**config.mk**
```make
export PLATFORM = sky130hd
export DESIGN_NAME = rr_record_top
export DESIGN_NICKNAME = d
export VERILOG_FILES = /design/src/common/rr_pkg.sv /design/src/rr_csrs.sv /design/src/recorder/rr_axil_recorder.sv /design/src/recorder/rr_log_fifo.sv /design/src/rr_record_top.sv
export SDC_FILE = /design/constraint.sdc
export NUM_CORES = 1
export LEC_CHECK = 0
export ABC_AREA = 1
export BUFFER_PORTS_ARGS = -buffer_cell sky130_fd_sc_hd__buf_2
export CAP_MARGIN = 20
export CORE_ASPECT_RATIO = 1.4
export CORE_MARGIN = 4
export CORE_UTILIZATION = 29
export CTS_CLUSTER_SIZE = 25
export DETAILED_ROUTE_END_ITERATION = 6
export GPL_TIMING_DRIVEN = 0
export PLACE_DENSITY_LB_ADDON = 0.05
export SLEW_MARGIN = 10
export SYNTH_ARGS = -nofsm -noshare
export SYNTH_HDL_FRONTEND = slang
export SYNTH_SLANG_ARGS = --single-unit
```
**constraint.sdc**
```tcl
create_clock -name clk -period 5.91 [get_ports clk]
set_input_delay 0.2955 -clock clk [delete_from_list [all_inputs] [get_ports clk]]
set_output_delay 0.2955 -clock clk [all_outputs]
set_load 0.03 [all_outputs]
```
**src/common/rr_pkg.sv**
```systemverilog
package rr_pkg;

  ////////////////////////////////////////////////////////////
  // Bus widths
  ////////////////////////////////////////////////////////////
  localparam int rr_addr_w = 32;
  localparam int rr_data_w = 32;
  localparam int rr_strb_w = rr_data_w / 8;

  // AXI4-Lite response codes
  localparam logic [1:0] resp_okay   = 2'b00;
  localparam logic [1:0] resp_slverr = 2'b10;

  ////////////////////////////////////////////////////////////
  // AXI4-Lite channel, split by driving side
  ////////////////////////////////////////////////////////////
  // Everything the master drives
  typedef struct packed {
    logic                 awvalid;
    logic [rr_addr_w-1:0] awaddr;
    logic                 wvalid;
    logic [rr_data_w-1:0] wdata;
    logic [rr_strb_w-1:0] wstrb;
    logic                 bready;
    logic                 arvalid;
    logic [rr_addr_w-1:0] araddr;
    logic                 rready;
  } axil_req_t;

  // Everything the slave drives
  typedef struct packed {
    logic                 awready;
    logic                 wready;
    logic                 bvalid;
    logic [1:0]           bresp;
    logic                 arready;
    logic                 rvalid;
    logic [rr_data_w-1:0] rdata;
    logic [1:0]           rresp;
  } axil_rsp_t;

  ////////////////////////////////////////////////////////////
  // Log entry word
  ////////////////////////////////////////////////////////////
  typedef enum logic {
    log_write = 1'b0,
    log_read  = 1'b1
  } rr_kind_e;

  // Kind sits in the top bit of both views
  typedef struct packed {
    rr_kind_e             kind;
    logic [rr_addr_w-1:0] addr;
    logic [rr_data_w-1:0] data;
    logic [rr_strb_w-1:0] strb;
    logic [1:0]           resp;
  } rr_wr_entry_t;

  // Read view, strobe slot is reserved and always zero
  typedef struct packed {
    rr_kind_e             kind;
    logic [rr_addr_w-1:0] addr;
    logic [rr_data_w-1:0] data;
    logic [rr_strb_w-1:0] rsvd;
    logic [1:0]           resp;
  } rr_rd_entry_t;

  typedef union packed {
    rr_wr_entry_t wr;
    rr_rd_entry_t rd;
  } rr_log_entry_u;

  ////////////////////////////////////////////////////////////
  // Control register map
  ////////////////////////////////////////////////////////////
  localparam logic [rr_addr_w-1:0] csr_mode_addr   = 32'h0;
  localparam logic [rr_addr_w-1:0] csr_state_addr  = 32'h4;
  localparam logic [rr_addr_w-1:0] csr_accept_addr = 32'h8;
  localparam logic [rr_addr_w-1:0] csr_drop_addr   = 32'hC;

endpackage

```
**src/rr_csrs.sv**
```systemverilog
module rr_csrs
  import rr_pkg::*;
(
  input  logic      clk,
  input  logic      rstn,
  input  axil_req_t i_cfg_req,
  output axil_rsp_t o_cfg_rsp,
  input  logic      i_acc_pulse,
  input  logic      i_drop_pulse,
  output logic      o_record_en
);

  ////////////////////////////////////////////////////////////
  // Handshakes on the config port
  ////////////////////////////////////////////////////////////
  logic                 aw_got, w_got;
  logic [rr_addr_w-1:0] aw_addr_q;
  logic [rr_data_w-1:0] w_data_q;
  logic [rr_strb_w-1:0] w_strb_q;
  logic                 bvalid, rvalid;
  logic [1:0]           bresp, rresp;
  logic [rr_data_w-1:0] rdata;
  logic                 overflow;
  logic [31:0]          acc_cnt, drop_cnt;

  logic                 aw_hs, w_hs, ar_hs, wr_commit;
  logic [rr_addr_w-1:0] wr_addr;
  logic [rr_data_w-1:0] wr_data;
  logic [rr_strb_w-1:0] wr_strb;
  logic                 wr_known, ovf_clear;

  // A half-accepted write counts as pending, so each side takes one beat
  assign o_cfg_rsp.awready = !bvalid && !aw_got;
  assign o_cfg_rsp.wready  = !bvalid && !w_got;
  assign o_cfg_rsp.arready = !rvalid;
  assign o_cfg_rsp.bvalid  = bvalid;
  assign o_cfg_rsp.bresp   = bresp;
  assign o_cfg_rsp.rvalid  = rvalid;
  assign o_cfg_rsp.rdata   = rdata;
  assign o_cfg_rsp.rresp   = rresp;

  assign aw_hs = i_cfg_req.awvalid && o_cfg_rsp.awready;
  assign w_hs  = i_cfg_req.wvalid && o_cfg_rsp.wready;
  assign ar_hs = i_cfg_req.arvalid && o_cfg_rsp.arready;

  // Write completes in the cycle where both halves are in
  assign wr_commit = (aw_got || aw_hs) && (w_got || w_hs);
  assign wr_addr   = aw_hs ? i_cfg_req.awaddr : aw_addr_q;
  assign wr_data   = w_hs ? i_cfg_req.wdata : w_data_q;
  assign wr_strb   = w_hs ? i_cfg_req.wstrb : w_strb_q;
  assign wr_known  = (wr_addr == csr_mode_addr) || (wr_addr == csr_state_addr) ||
                     (wr_addr == csr_accept_addr) || (wr_addr == csr_drop_addr);
  // Write-one-to-clear on the state register
  assign ovf_clear = wr_commit && (wr_addr == csr_state_addr) &&
                     wr_strb[0] && wr_data[0];

  // Address and data of a write whose halves arrive apart
  always_ff @(posedge clk) begin
    if (aw_hs) aw_addr_q <= i_cfg_req.awaddr;
    if (w_hs) begin
      w_data_q <= i_cfg_req.wdata;
      w_strb_q <= i_cfg_req.wstrb;
    end
  end

  ////////////////////////////////////////////////////////////
  // Write side and register state
  ////////////////////////////////////////////////////////////
  always_ff @(posedge clk) begin
    if (!rstn) begin
      aw_got      <= 1'b0;
      w_got       <= 1'b0;
      bvalid      <= 1'b0;
      bresp       <= resp_okay;
      o_record_en <= 1'b0;
      overflow    <= 1'b0;
      acc_cnt     <= '0;
      drop_cnt    <= '0;
    end else begin
      if (wr_commit) begin
        aw_got <= 1'b0;
        w_got  <= 1'b0;
        bvalid <= 1'b1;
        bresp  <= wr_known ? resp_okay : resp_slverr;
      end else begin
        if (aw_hs) aw_got <= 1'b1;
        if (w_hs) w_got <= 1'b1;
        if (bvalid && i_cfg_req.bready) bvalid <= 1'b0;
      end
      if (wr_commit && (wr_addr == csr_mode_addr) && wr_strb[0])
        o_record_en <= wr_data[0];
      // A new drop wins over a clear in the same cycle
      overflow <= i_drop_pulse || (overflow && !ovf_clear);
      acc_cnt  <= acc_cnt + 32'(i_acc_pulse);
      drop_cnt <= drop_cnt + 32'(i_drop_pulse);
    end
  end

  ////////////////////////////////////////////////////////////
  // Read side
  ////////////////////////////////////////////////////////////
  always_ff @(posedge clk) begin
    if (!rstn) begin
      rvalid <= 1'b0;
      rresp  <= resp_okay;
      rdata  <= '0;
    end else if (ar_hs) begin
      rvalid <= 1'b1;
      rresp  <= resp_okay;
      case (i_cfg_req.araddr)
        csr_mode_addr:   rdata <= {31'b0, o_record_en};
        csr_state_addr:  rdata <= {31'b0, overflow};
        csr_accept_addr: rdata <= acc_cnt;
        csr_drop_addr:   rdata <= drop_cnt;
        default: begin
          rdata <= '0;
          rresp <= resp_slverr;
        end
      endcase
    end else if (rvalid && i_cfg_req.rready) begin
      rvalid <= 1'b0;
    end
  end

  // Every write response comes from a completed AW plus W pair
  a_bvalid_after_write: assert property (@(posedge clk) disable iff (!rstn)
    $rose(bvalid) |-> $past(wr_commit));

endmodule

```
**src/recorder/rr_axil_recorder.sv**
```systemverilog
module rr_axil_recorder
  import rr_pkg::*;
(
  input  logic          clk,
  input  logic          rstn,
  input  axil_req_t     i_sh_req,
  output axil_rsp_t     o_sh_rsp,
  output axil_req_t     o_cl_req,
  input  axil_rsp_t     i_cl_rsp,
  input  logic          i_record_en,
  output logic          o_rec_valid,
  output rr_log_entry_u o_rec_entry
);

  ////////////////////////////////////////////////////////////
  // Zero-latency pass-through
  ////////////////////////////////////////////////////////////
  assign o_cl_req = i_sh_req;
  assign o_sh_rsp = i_cl_rsp;

  // Handshakes seen on the wire
  logic aw_hs, w_hs, ar_hs, b_hs, r_hs;
  assign aw_hs = i_sh_req.awvalid && i_cl_rsp.awready;
  assign w_hs  = i_sh_req.wvalid && i_cl_rsp.wready;
  assign ar_hs = i_sh_req.arvalid && i_cl_rsp.arready;
  assign b_hs  = i_cl_rsp.bvalid && i_sh_req.bready;
  assign r_hs  = i_cl_rsp.rvalid && i_sh_req.rready;

  ////////////////////////////////////////////////////////////
  // Request side capture
  ////////////////////////////////////////////////////////////
  logic [rr_addr_w-1:0] aw_addr_q, ar_addr_q;
  logic [rr_data_w-1:0] w_data_q;
  logic [rr_strb_w-1:0] w_strb_q;

  // Held until the matching response
  always_ff @(posedge clk) begin
    if (aw_hs) aw_addr_q <= i_sh_req.awaddr;
    if (ar_hs) ar_addr_q <= i_sh_req.araddr;
    if (w_hs) begin
      w_data_q <= i_sh_req.wdata;
      w_strb_q <= i_sh_req.wstrb;
    end
  end

  ////////////////////////////////////////////////////////////
  // Entry build on completion
  ////////////////////////////////////////////////////////////
  logic          wr_fire, rd_fire;
  rr_log_entry_u wr_entry, rd_entry;

  assign wr_fire = b_hs && i_record_en;
  assign rd_fire = r_hs && i_record_en;

  always_comb begin
    wr_entry.wr.kind = log_write;
    wr_entry.wr.addr = aw_addr_q;
    wr_entry.wr.data = w_data_q;
    wr_entry.wr.strb = w_strb_q;
    wr_entry.wr.resp = i_cl_rsp.bresp;
    // Read data comes straight off the R beat
    rd_entry.rd.kind = log_read;
    rd_entry.rd.addr = ar_addr_q;
    rd_entry.rd.data = i_cl_rsp.rdata;
    rd_entry.rd.rsvd = '0;
    rd_entry.rd.resp = i_cl_rsp.rresp;
  end

  ////////////////////////////////////////////////////////////
  // Output register plus one-entry hold
  ////////////////////////////////////////////////////////////
  // Priority is hold, then write, then read
  logic          hold_valid;
  rr_log_entry_u hold_entry;

  always_ff @(posedge clk) begin
    if (!rstn) begin
      o_rec_valid <= 1'b0;
      hold_valid  <= 1'b0;
    end else begin
      o_rec_valid <= hold_valid || wr_fire || rd_fire;
      // Second of any two sources waits one cycle
      hold_valid  <= (hold_valid && (wr_fire || rd_fire)) || (wr_fire && rd_fire);
    end
  end

  always_ff @(posedge clk) begin
    if (hold_valid) o_rec_entry <= hold_entry;
    else if (wr_fire) o_rec_entry <= wr_entry;
    else if (rd_fire) o_rec_entry <= rd_entry;
    if (hold_valid && wr_fire) hold_entry <= wr_entry;
    else if ((hold_valid || wr_fire) && rd_fire) hold_entry <= rd_entry;
  end

  ////////////////////////////////////////////////////////////
  // Shell protocol check
  ////////////////////////////////////////////////////////////
  // Open from AW handshake until its B handshake
  logic wr_pending;

  always_ff @(posedge clk) begin
    if (!rstn) wr_pending <= 1'b0;
    else if (aw_hs) wr_pending <= 1'b1;
    else if (b_hs) wr_pending <= 1'b0;
  end

  a_one_write_outstanding: assert property (@(posedge clk) disable iff (!rstn)
    aw_hs |-> !wr_pending);

endmodule

```
**src/recorder/rr_log_fifo.sv**
```systemverilog
module rr_log_fifo
  import rr_pkg::*;
#(
  parameter int log_depth = 4
) (
  input  logic          clk,
  input  logic          rstn,
  input  logic          i_rec_valid,
  input  rr_log_entry_u i_rec_entry,
  output logic          o_log_valid,
  output rr_log_entry_u o_log_entry,
  input  logic          i_log_ready,
  output logic          o_acc_pulse,
  output logic          o_drop_pulse
);

  localparam int ptr_w = (log_depth > 1) ? $clog2(log_depth) : 1;
  localparam int cnt_w = $clog2(log_depth + 1);

  ////////////////////////////////////////////////////////////
  // Storage and pointers
  ////////////////////////////////////////////////////////////
  rr_log_entry_u    mem [log_depth];
  logic [ptr_w-1:0] wr_ptr, rd_ptr;
  logic [cnt_w-1:0] count;
  logic             full, push, pop;

  assign full = (count == cnt_w'(log_depth));
  assign pop  = o_log_valid && i_log_ready;
  // A pop frees the slot in the same cycle, so full plus pop still accepts
  assign push = i_rec_valid && (!full || pop);

  assign o_acc_pulse  = push;
  assign o_drop_pulse = i_rec_valid && !push;

  // Oldest entry drives the stream
  assign o_log_valid = (count != '0);
  assign o_log_entry = mem[rd_ptr];

  always_ff @(posedge clk) begin
    if (push) mem[wr_ptr] <= i_rec_entry;
  end

  always_ff @(posedge clk) begin
    if (!rstn) begin
      wr_ptr <= '0;
      rd_ptr <= '0;
      count  <= '0;
    end else begin
      if (push)
        wr_ptr <= (wr_ptr == ptr_w'(log_depth - 1)) ? '0 : wr_ptr + 1'b1;
      if (pop)
        rd_ptr <= (rd_ptr == ptr_w'(log_depth - 1)) ? '0 : rd_ptr + 1'b1;
      // Count moves only when exactly one side fires
      if (push && !pop) count <= count + 1'b1;
      else if (pop && !push) count <= count - 1'b1;
    end
  end

  ////////////////////////////////////////////////////////////
  // Checks
  ////////////////////////////////////////////////////////////
  a_count_bound: assert property (@(posedge clk) disable iff (!rstn)
    count <= cnt_w'(log_depth));

  // Stalled entry holds until taken
  a_stream_stable: assert property (@(posedge clk) disable iff (!rstn)
    o_log_valid && !i_log_ready |=> o_log_valid && $stable(o_log_entry));

endmodule

```
**src/rr_record_top.sv**
```systemverilog
module rr_record_top
  import rr_pkg::*;
#(
  parameter int log_depth = 4
) (
  input  logic          clk,
  input  logic          rstn,
  // Shell side
  input  axil_req_t     i_sh_req,
  output axil_rsp_t     o_sh_rsp,
  // User circuit side
  output axil_req_t     o_cl_req,
  input  axil_rsp_t     i_cl_rsp,
  // Control registers
  input  axil_req_t     i_cfg_req,
  output axil_rsp_t     o_cfg_rsp,
  // Log stream
  output logic          o_log_valid,
  output rr_log_entry_u o_log_entry,
  input  logic          i_log_ready
);

  ////////////////////////////////////////////////////////////
  // Stage 1, snoop the channel
  ////////////////////////////////////////////////////////////
  logic          record_en;
  logic          rec_valid;
  rr_log_entry_u rec_entry;

  rr_axil_recorder u_recorder (
    .clk         (clk),
    .rstn        (rstn),
    .i_sh_req    (i_sh_req),
    .o_sh_rsp    (o_sh_rsp),
    .o_cl_req    (o_cl_req),
    .i_cl_rsp    (i_cl_rsp),
    .i_record_en (record_en),
    .o_rec_valid (rec_valid),
    .o_rec_entry (rec_entry)
  );

  ////////////////////////////////////////////////////////////
  // Stage 2, buffer or drop
  ////////////////////////////////////////////////////////////
  logic acc_pulse, drop_pulse;

  rr_log_fifo #(
    .log_depth (log_depth)
  ) u_log_fifo (
    .clk          (clk),
    .rstn         (rstn),
    .i_rec_valid  (rec_valid),
    .i_rec_entry  (rec_entry),
    .o_log_valid  (o_log_valid),
    .o_log_entry  (o_log_entry),
    .i_log_ready  (i_log_ready),
    .o_acc_pulse  (acc_pulse),
    .o_drop_pulse (drop_pulse)
  );

  // Mode, overflow flag and counters
  rr_csrs u_csrs (
    .clk          (clk),
    .rstn         (rstn),
    .i_cfg_req    (i_cfg_req),
    .o_cfg_rsp    (o_cfg_rsp),
    .i_acc_pulse  (acc_pulse),
    .i_drop_pulse (drop_pulse),
    .o_record_en  (record_en)
  );

endmodule

```
==> impl_metrics.yaml, run 1 <==
pwr:
  p_leak_nw: 14.68
  ir_drop_mv: 0.1516
  p_per_area_mw_per_mm2: 360.0
sta:
  rsz0062_at_grt: "false"
  min_period_ns: 4.066
  finalHoldViolCount: 0
  slew_viol_final: 0
  worst_slew_pin_slew_ns: 1.007
  tns_ns: 0
  slew_headroom_pct: 32.86
  setup_viol: 0
  clock.fmax_mhz: 245.9
  skew_ns: 0.02794
  fin_crit_sh_pct: 68.80
place:
  hpwl_mm: 67.96
  gp_congestion: 0.8136
  port_buffers: 474
  dpl.cell_count: 4492
synth:
  synth-edff-count: 525
  ys_seq_area_share_pct: 66.02
  ys_ff_latch: 675
  syn_area_mm2: 0.02843
  synth_cell_type_count: 46
  synth_warnings: 0
  ys.flop_type: "edfxtp_1"
  async_flop_share_pct: 0
  syn_area_per_cell_um2: 10.55
  synthCells: 2695
clock_tree:
  clkLatencyLatePin_ns: 0.62
  cts_htree_levels: 3
  cts.sinks: 675
  cts_buffer_depth: 3
  post_cts_resized: 0
  cts_tree: "done"
  post-cts-setup-buffers: 0
  clk_pin_slew_ns: 0.06
  cts_root_buf: "clkbuf_16"
  cts_buffers: 75
cells_and_area:
  final_cells: 4787
  final_cell_mix: "edfxtp_1 (525), buf_2 (486), nor2_1 (369), nand2_1 (363), o21ai_0 (307)"
  areaGrowthSynthToFinish_pct: 30.09
  register_area_mm2: 0.01877
  final_common_cell: "edfxtp_1"
  drive_gt1_share_pct: 23.36
  fill_cells: 9675
  fin_nets: 3693
  multi_input_area_mm2: 0.007196
grt:
  top_usage_layer: "met2"
  grtUsageMet1_pct: 20.83
  met2_usage_pct: 33.74
  gr-usage-all-layers_pct: 17.94
  grt_pass1_vias: 22545
  met3_usage_pct: 2.776
  overflow: 0
  grt_max_degree: 47
  grt_antenna_before_repair: 3
  grt_pass1_wl_mm: 139.6
worst_setup_path:
  crit_buf_inv: 5
  crit_family: "buffers and inverters"
  cp.required_ns: 5.61
  critPathKind: "reg -> out"
  cpMostUsedCell: "clkbuf_1"
  crit_path_top_delay_cell: "clkbuf_1"
  crit_path_max_fanout: 10
  path_cells: "clkbuf_1 > inv_1 > clkbuf_1 > clkbuf_1 > nor2_1 > o22ai_1 > buf_2"
  critical_path_arrival_ns: 3.77
  startpoint_type: "register"
  endpoint_kind: "primary output"
  slowest_delay_ns: 0.66
outcome:
  status: "complete, no violations"
routing:
  antenna_left: 0
  wl_mm: 95.08
  via_per_inst: 4.553
  routedWlPerCell_um: 19.86
  first_pass_iters: 5
  vias: 21793
  drc: 0
  drt_iter0_markers: 1175
floorplanning:
  die_x_um: 272.6
  die_y_um: 378.5
  num_rows: 135
  die_area_mm2: 0.1032
  pin_count: 513
  core_mm2: 0.09696
  start_util_pct: 29.32
worst_hold_path:
  holdCritPathClass: "in -> reg"
job:
  cap_violations: 0
==> cells by family (layout without fill, tap and decap cells) <==
group,Yosys count,in the layout,synth area share [%]
compound gates,552,552,10.26
buf+inv,506,1295,8.846
xor+xnor,10,10,0.3081
flops,675,675,66.02
simple gates,940,940,14.04
fa+ha+maj,11,11,0.5105
other cells,1,3,0.01319
==> final timing paths <==
check        slack (ns)  cells after the start                       startpoint                             endpoint
max                1.84                      7                         register                      o_log_entry[39]
min                0.04                      3                     i_cl_rsp[32]  u_recorder.hold_entry[36]$_DFFE_PP_
max reg2reg        2.55                      7  u_csrs.o_record_en$_SDFFE_PN0P_  u_recorder.hold_entry[27]$_DFFE_PP_
min reg2reg        0.46                      2     u_csrs.rdata[8]$_SDFFE_PN0P_         u_csrs.rdata[8]$_SDFFE_PN0P_
==> worst reg2reg max path, cell delays in order, from the launching register on <==
cell and delay, ns:
dfxtp_1 0.76, nand3_1 0.35, nor2_1 0.22, inv_1 0.10
clkbuf_1 0.29, clkbuf_1 0.42, nand2_4 0.47, buf_16 0.32
==> what timing repair did <==
item                                    in CTS  in global routing
hold endpoints to repair                   160                  0
endpoints found under the setup margin       0                  0
hold buffers                               160                  0
==> layout make-up <==
type | instances | area share, %
Tap cell | 1301 | 4.402
Timing Repair Buffer | 655 | 12.03
Buffer | 280 | 4.513
Antenna cell | 1 | 0.006766
Clock buffer | 99 | 5.542
Sequential cell | 675 | 50.75
Multi-Input combinational cell | 1515 | 19.46
Clock inverter | 35 | 1.008
Inverter | 226 | 2.294
==> cell usage after synthesis (5+ instances only) <==
| cell | n | area (um^2) |
|---|---|---|
| a21oi_1 | 148 | 740.7 |
| buf_1 | 11 | 41.29 |
| buf_2 | 12 | 60.06 |
| buf_4 | 150 | 1126 |
| buf_6 | 5 | 56.30 |
| clkbuf_1 | 102 | 382.9 |
| dfxtp_1 | 150 | 3003 |
| edfxtp_1 | 525 | 15770 |
| ha_1 | 10 | 125.1 |
| inv_1 | 222 | 833.3 |
| nand2_1 | 364 | 1366 |
| nand3_1 | 93 | 465.5 |
| nand3b_1 | 23 | 172.7 |
| nand4_1 | 20 | 125.1 |
| nor2_1 | 373 | 1400 |
| nor2_2 | 6 | 37.54 |
| nor3_1 | 27 | 135.1 |
| nor3_2 | 5 | 50.05 |
| o21a_1 | 6 | 45.04 |
| o21ai_0 | 307 | 1536 |
| o21ai_2 | 6 | 52.55 |
| o22ai_1 | 71 | 444.2 |
| xor2_1 | 8 | 70.07 |
==> sequential cells by signal (all words and copies together), names as in the netlist, 2 cells and up, named ones only <==
signal / count
u_log_fifo.mem: 284
u_recorder.hold_entry: 71
u_recorder.o_rec_entry: 71
u_csrs.acc_cnt: 32
u_csrs.aw_addr_q: 32
u_csrs.drop_cnt: 32
u_csrs.rdata: 32
u_recorder.ar_addr_q: 32
u_recorder.aw_addr_q: 32
u_recorder.w_data_q: 32
u_recorder.w_strb_q: 4
u_log_fifo.count: 3
u_log_fifo.rd_ptr: 2
u_log_fifo.wr_ptr: 2
==> routing by layer <==
layer | wire, um | part of all wire, %
met5 | 0 | 0
met4 | 2744 | 2.9
met3 | 4506 | 4.7
met2 | 50020 | 53
met1 | 37800 | 40
==> power by group <==
group          internal [mW]  switching [mW]
registers               5.23          0.0558
clock network           2.75            1.93
logic                  0.901            2.45
==> through the flow <==
step | worst slack, ns | area, um^2 | hold WS, ns | power (mW) | util (%)
2_1_floorplan | 1.751 | 28430 | 0.3944 | 7.344 | -
3_3_place_gp | -2.034 | 32430 | 0.4391 | 8.702 | 33.45
3_5_place_dp | 2.326 | 32960 | 0.4521 | 8.733 | 33.99
4_1_cts | 1.627 | 36980 | 0.0008611 | 13.58 | 38.14
5_1_grt | 1.591 | 36980 | 0.03633 | 13.97 | 38.14
6_report | 1.844 | 36980 | 0.03524 | 13.31 | 38.14
No activity file was read; power rests on OpenSTA's default activity.
==> run 2, diff against run 1 <==
==> constraint.sdc (replaced) <==
create_clock -name clk -period 3.7 [get_ports clk]
set_input_delay 0.185 -clock clk [delete_from_list [all_inputs] [get_ports clk]]
set_output_delay 0.185 -clock clk [all_outputs]
set_load 0.03 [all_outputs]
==> run 2 against run 1 <==
Clock skew up 0.0020 ns. Sequential power up 60%. Register-to-register slack worse by 2.2 ns. Via count up 0.52%. Clock power up 60%.
==> impl_metrics.yaml, run 2 (synthesis gave the netlist of run 1 again) <==
cells_and_area:
  fin_nets: 3722
  drive_gt1_share_pct: 23.25
  final_common_cell: "edfxtp_1"
  areaGrowthSynthToFinish_pct: 31.15
  top_register: "u_log_fifo.mem"
  largest_reg_flops: 284
  reg.largest.list: "u_log_fifo.mem: 284 flops, u_recorder.hold_entry: 71 flops, u_recorder.o_rec_entry: 71 flops"
  antenna-diode-count: 0
  final_cell_mix: "edfxtp_1 (525), buf_2 (486), nor2_1 (369), nand2_1 (363), o21ai_0 (307)"
sta:
  rsz0062_at_grt: "false"
  slew_viol_final: 0
  skew_ns: 0.02994
  clock.fmax_mhz: 291.8
  worst_slew_pin_slew_ns: 1.005
  finalWorstSetupSlack_ns: 0.2731
  slew_headroom_pct: 33.01
  holdWs_ns: 0.04678
  min_period_ns: 3.427
  setup_viol: 0
  finalHoldViolCount: 0
  fin_crit_sh_pct: 92.62
worst_setup_path:
  critPathKind: "reg -> out"
  r2r_cells: 7
  rr_startpoint: "u_csrs.o_record_en$_SDFFE_PN0P_"
  startpoint_type: "register"
  cp.required_ns: 3.51
  crit_path_max_fanout: 10
  reg2reg_slack_ns: 0.40
  r2r-end: "u_recorder.hold_entry[27]$_DFFE_PP_"
  endpoint_kind: "primary output"
  slowest_delay_ns: 0.54
  critical_path_arrival_ns: 3.24
  crit_path_top_delay_cell: "clkbuf_1"
  path_cells: "clkinvlp_4 > clkbuf_2 > clkbuf_1 > nor2_1 > o22ai_1 > buf_2"
clock_tree:
  cts_buffer_depth: 3
  post-cts-setup-buffers: 0
  cts.sinks: 675
  cts_root_buf: "clkbuf_16"
  clkLatencyLatePin_ns: 0.63
  cts_buffers: 75
  cts_tree: "done"
  cts_htree_levels: 3
  clk_pin_slew_ns: 0.06
routing:
  vias: 21907
  antenna_left: 0
  drt_iter0_markers: 1178
  routedWlPerCell_um: 19.84
  wl_mm: 95.53
  drc: 0
  via_per_inst: 4.550
  first_pass_iters: 5
place:
  hpwl_mm: 67.96
  port_buffers: 474
  gp_congestion: 0.8136
  dp_worst_setup_slack_ns: 0.2262
grt:
  grt_pass1_wl_mm: 140.3
  grt_pass1_vias: 22725
  overflow: 0
  grt_max_degree: 47
  grt_antenna_before_repair: 2
  gr-usage-all-layers_pct: 18.02
worst_hold_path:
  hold_path_depth: 7
  worstHoldStart: "i_cfg_req[13]"
  holdCritPathClass: "in -> reg"
  hold_end: "u_csrs.rresp[1]$_SDFFE_PN0P_"
floorplanning:
  die_y_um: 378.5
  die_area_mm2: 0.1032
  die_x_um: 272.6
  num_rows: 135
  core_mm2: 0.09696
  start_util_pct: 29.32
  pin_count: 513
pwr:
  ir_drop_mv: 0.2475
  p_per_area_mw_per_mm2: 571.5
  p_leak_nw: 14.79
job:
  cap_violations: 0
outcome:
  status: "complete, no violations"
## run 2: how the worst max path moves through the flow
stage | cells after the start | endpoint
3_3_place_gp | 4 | u_log_fifo.mem[3][28]$_DFFE_PP_
2_1_floorplan | 4 | u_log_fifo.mem[0][0]$_DFFE_PP_
3_5_place_dp | 7 | o_log_entry[36]
4_1_cts | 6 | o_log_entry[36]
6_report | 6 | o_log_entry[36]
5_1_grt | 6 | o_log_entry[36]
## run 2: what timing repair did
item / 4_1_cts / 5_1_grt
endpoints found under the hold margin: 206 / 0
hold buffers: 190 / 0
endpoints found under the setup margin: 71 / 0
resized for setup: 3 / 0
## run 2: power by group
group          internal [mW]  switching, mW  total, mW
combinational           1.46           3.90       5.36
sequential              8.35          0.113       8.47
clock                   4.40           3.09       7.48
total                   14.2           7.10       21.3
## run 2: per-layer routing
layer / wire length, um / vias to the layer above / global-route usage, %
li1: - / 10616 / -
met1: 37900 / 10540 / 20.89
met2: 50300 / 607 / 33.91
met3: 4579 / 144 / 2.801
met4: 2756 / 0 / 5.674
met5: 0 / - / 0
## run 2: final cells by class
| type | instances | area (um^2) |
|---|---|---|
| plain buffers | 279 | 1668 |
| flip-flops and latches | 675 | 18770 |
| well taps | 1301 | 1628 |
| clock inverters | 35 | 372.9 |
| multi-input cells | 1515 | 7196 |
| fillers | 9657 | 59670 |
| clock buffers | 99 | 2049 |
| repair buffers | 685 | 4750 |
| inverters | 226 | 852.1 |
## run 2: worst max-delay path: cells and delay by family, from the launching register on
kind	cells	cell delay, ns
flops	1	0.50
buf+inv	4	1.55
simple gates	1	0.10
compound gates	1	0.46
## run 2: metrics by stage
step | setup TNS [ns] | instance area, um^2 | instances | util [%] | power, mW
floorplan | -130.22 | 28430 | 2696 | - | 11.73
global placement | -1372.60 | 32430 | 4471 | 33.45 | 13.90
detailed placement | 0 | 32960 | 4492 | 33.99 | 13.95
CTS | 0 | 37280 | 4815 | 38.45 | 21.72
global route | 0 | 37280 | 4815 | 38.45 | 22.36
finish | 0 | 37280 | 4815 | 38.45 | 21.31
==> run 3, diff against run 2 <==
--- a/config.mk
+++ b/config.mk
@@ -7,7 +7,7 @@
 export LEC_CHECK = 0
 export ABC_AREA = 1
 export BUFFER_PORTS_ARGS = -buffer_cell sky130_fd_sc_hd__buf_2
-export CAP_MARGIN = 20
+export CAP_MARGIN = 40
 export CORE_ASPECT_RATIO = 1.4
 export CORE_MARGIN = 4
 export CORE_UTILIZATION = 29
==> constraint.sdc (replaced) <==
create_clock -name clk -period 3.7 [get_ports clk]
set_input_delay 0.555 -clock clk [delete_from_list [all_inputs] [get_ports clk]]
set_output_delay 0.555 -clock clk [all_outputs]
set_load 0.03 [all_outputs]
==> run 3 against run 2 <==
Worst setup slack worse by 0.11 ns. Sequential cell count stayed put. First-iteration DRC count rose by 20%. Hold slack better by 0.070 ns. Core utilization shrank 2.0 points. Wire length down 1.9%. Clock skew down 0.0055 ns. Total power decreased by 2.2%. Via count decreased by 3.4%.
==> impl_metrics.yaml, run 3 (synthesis gave the netlist of run 1 again) <==
outcome:
  status: "complete, no violations"
worst_setup_path:
  critPathKind: "reg -> out"
  endpoint_kind: "primary output"
  r2r_cells: 7
  cp.required_ns: 3.14
  critical_path_arrival_ns: 2.98
  crit_path_max_fanout: 10
  startpoint_type: "register"
clock_tree:
  post-cts-setup-buffers: 0
  clkLatencyLatePin_ns: 0.63
  cts_tree: "done"
  clk_pin_slew_ns: 0.06
  cts_root_buf: "clkbuf_16"
  cts_htree_levels: 3
  post_cts_resized: 10
  cts_buffers: 74
  cts.sinks: 675
  ctsHoldBuffers: 0
  cts_buffer_depth: 3
cells_and_area:
  final_cell_mix: "edfxtp_1 (525), buf_2 (486), nor2_1 (369), nand2_1 (363), o21ai_0 (307)"
  drive_gt1_share_pct: 24.99
  largest_reg_flops: 284
  fin_util_pct: 36.44
  fin_nets: 3534
  top_register: "u_log_fifo.mem"
  final_common_cell: "edfxtp_1"
  fill_cells: 9816
  reg.largest.list: "u_log_fifo.mem: 284 flops, u_recorder.hold_entry: 71 flops, u_recorder.o_rec_entry: 71 flops"
  areaGrowthSynthToFinish_pct: 24.29
routing:
  drt_iter0_markers: 1417
  highest_layer: "met4"
  met2WireLength_mm: 48.67
  drc: 0
  routedWlPerCell_um: 20.26
  vias: 21160
  wl_mm: 93.74
  via_per_inst: 4.572
  m1WireLength_mm: 37.28
  wl_met3_mm: 4.899
  antenna_left: 0
  first_pass_iters: 5
place:
  port_buffers: 474
  hpwl_mm: 68.34
  gp_congestion: 0.8136
pwr:
  p_sw_share_pct: 33.83
  p_int_mw: 13.78
  clockPowerShare_pct: 34.4
  p_leak_nw: 14.01
  power.share.sequential_pct: 40.8
  comb_power_share_pct: 24.8
  ir_drop_mv: 0.3043
  switchingPower_mw: 7.046
  p_per_area_mw_per_mm2: 589.5
sta:
  setup_viol: 0
  clock.fmax_mhz: 283.0
  slew_headroom_pct: 45.27
  finalHoldViolCount: 0
  rsz0062_at_grt: "false"
  skew_ns: 0.02442
  slew_viol_final: 0
  worst_slew_pin_slew_ns: 0.8209
  fin_crit_sh_pct: 95.51
  holdWs_ns: 0.1171
  min_period_ns: 3.534
grt:
  grt_pass1_vias: 21740
  grt_antenna_before_repair: 4
  grt_pass1_wl_mm: 136.6
  grt_max_degree: 47
  overflow: 0
  gr-usage-all-layers_pct: 17.68
floorplanning:
  die_area_mm2: 0.1032
  num_rows: 135
  pin_count: 513
  start_util_pct: 29.32
  die_y_um: 378.5
  core_mm2: 0.09696
  die_x_um: 272.6
worst_hold_path:
  hold_path_depth: 1
  holdCritPathClass: "in -> reg"
job:
  cap_violations: 0
run 3: changes by cell type in the layout (fill, tap and decap cells not counted), moves of 2 or more:
cell and delta:
diode_2 +2, dlygate4sd3_1 -190, clkinv_2 +7, clkinv_1 -6
clkbuf_1 -5, buf_8 +4, clkbuf_2 +5, bufinv_16 -5
clkbuf_8 +3
run 3: stage by stage:
stage,setup WS [ns],setup TNS [ns],cells,area [um^2],power (mW)
floorplan,-0.5973,-169.64,2696,28430,11.73
global placement,-4.459,-1437.59,4471,32430,13.90
detailed placement,-0.1332,-0.8940,4496,33020,13.96
CTS,0.009541,0,4626,35330,21.28
global route,0.03636,0,4628,35330,21.87
finish,0.1660,0,4628,35330,20.83
run 3: area by class of cell:
| type | instances | area [um^2] | share of cell area (%) |
|---|---|---|---|
| inverters | 226 | 855.8 | 2.422 |
| plain buffers | 278 | 1670 | 4.727 |
| flip-flops and latches | 675 | 18770 | 53.12 |
| well taps | 1301 | 1628 | 4.607 |
| diodes | 2 | 5.005 | 0.01416 |
| clock buffers | 103 | 2095 | 5.928 |
| clock inverters | 29 | 207.7 | 0.5878 |
| multi-input cells | 1515 | 7196 | 20.36 |
| repair buffers | 499 | 2908 | 8.229 |
run 3: final timing paths:
kind              slack [ns]                             from                                   to
setup / recovery        0.17                         register                       o_log_entry[0]
hold / removal          0.12                     i_sh_req[48]     u_recorder.w_data_q[9]$_DFFE_PP_
setup reg to reg        0.47  u_csrs.o_record_en$_SDFFE_PN0P_  u_recorder.hold_entry[27]$_DFFE_PP_
hold reg to reg         0.46    u_csrs.rdata[10]$_SDFFE_PN0P_        u_csrs.rdata[10]$_SDFFE_PN0P_
run 3: power groups by stage:
stage / logic [mW] / clock network [mW] / registers (mW)
4_1_cts: 5.31 / 7.46 / 8.50
3_5_place_dp: 5.35 / 0 / 8.60
6_report: 5.17 / 7.16 / 8.50
2_1_floorplan: 3.15 / 0 / 8.58
5_1_grt: 5.59 / 7.76 / 8.52
3_3_place_gp: 5.30 / 0 / 8.60
run 3: worst max-delay path, stage by stage (launching register included):
cell        delay [ns]
dfxtp_2           0.43
clkinvlp_4        0.24
clkbuf_2          0.39
clkbuf_1          0.60
nor2_1            0.08
o22ai_1           0.33
buf_2             0.27
run 3: per-layer routing:
metal,GRT usage [%],vias up
met1,20.61,10182
met3,2.928,127
met4,6.631,0
li1,-,10235
met2,32.49,616
met5,0,-
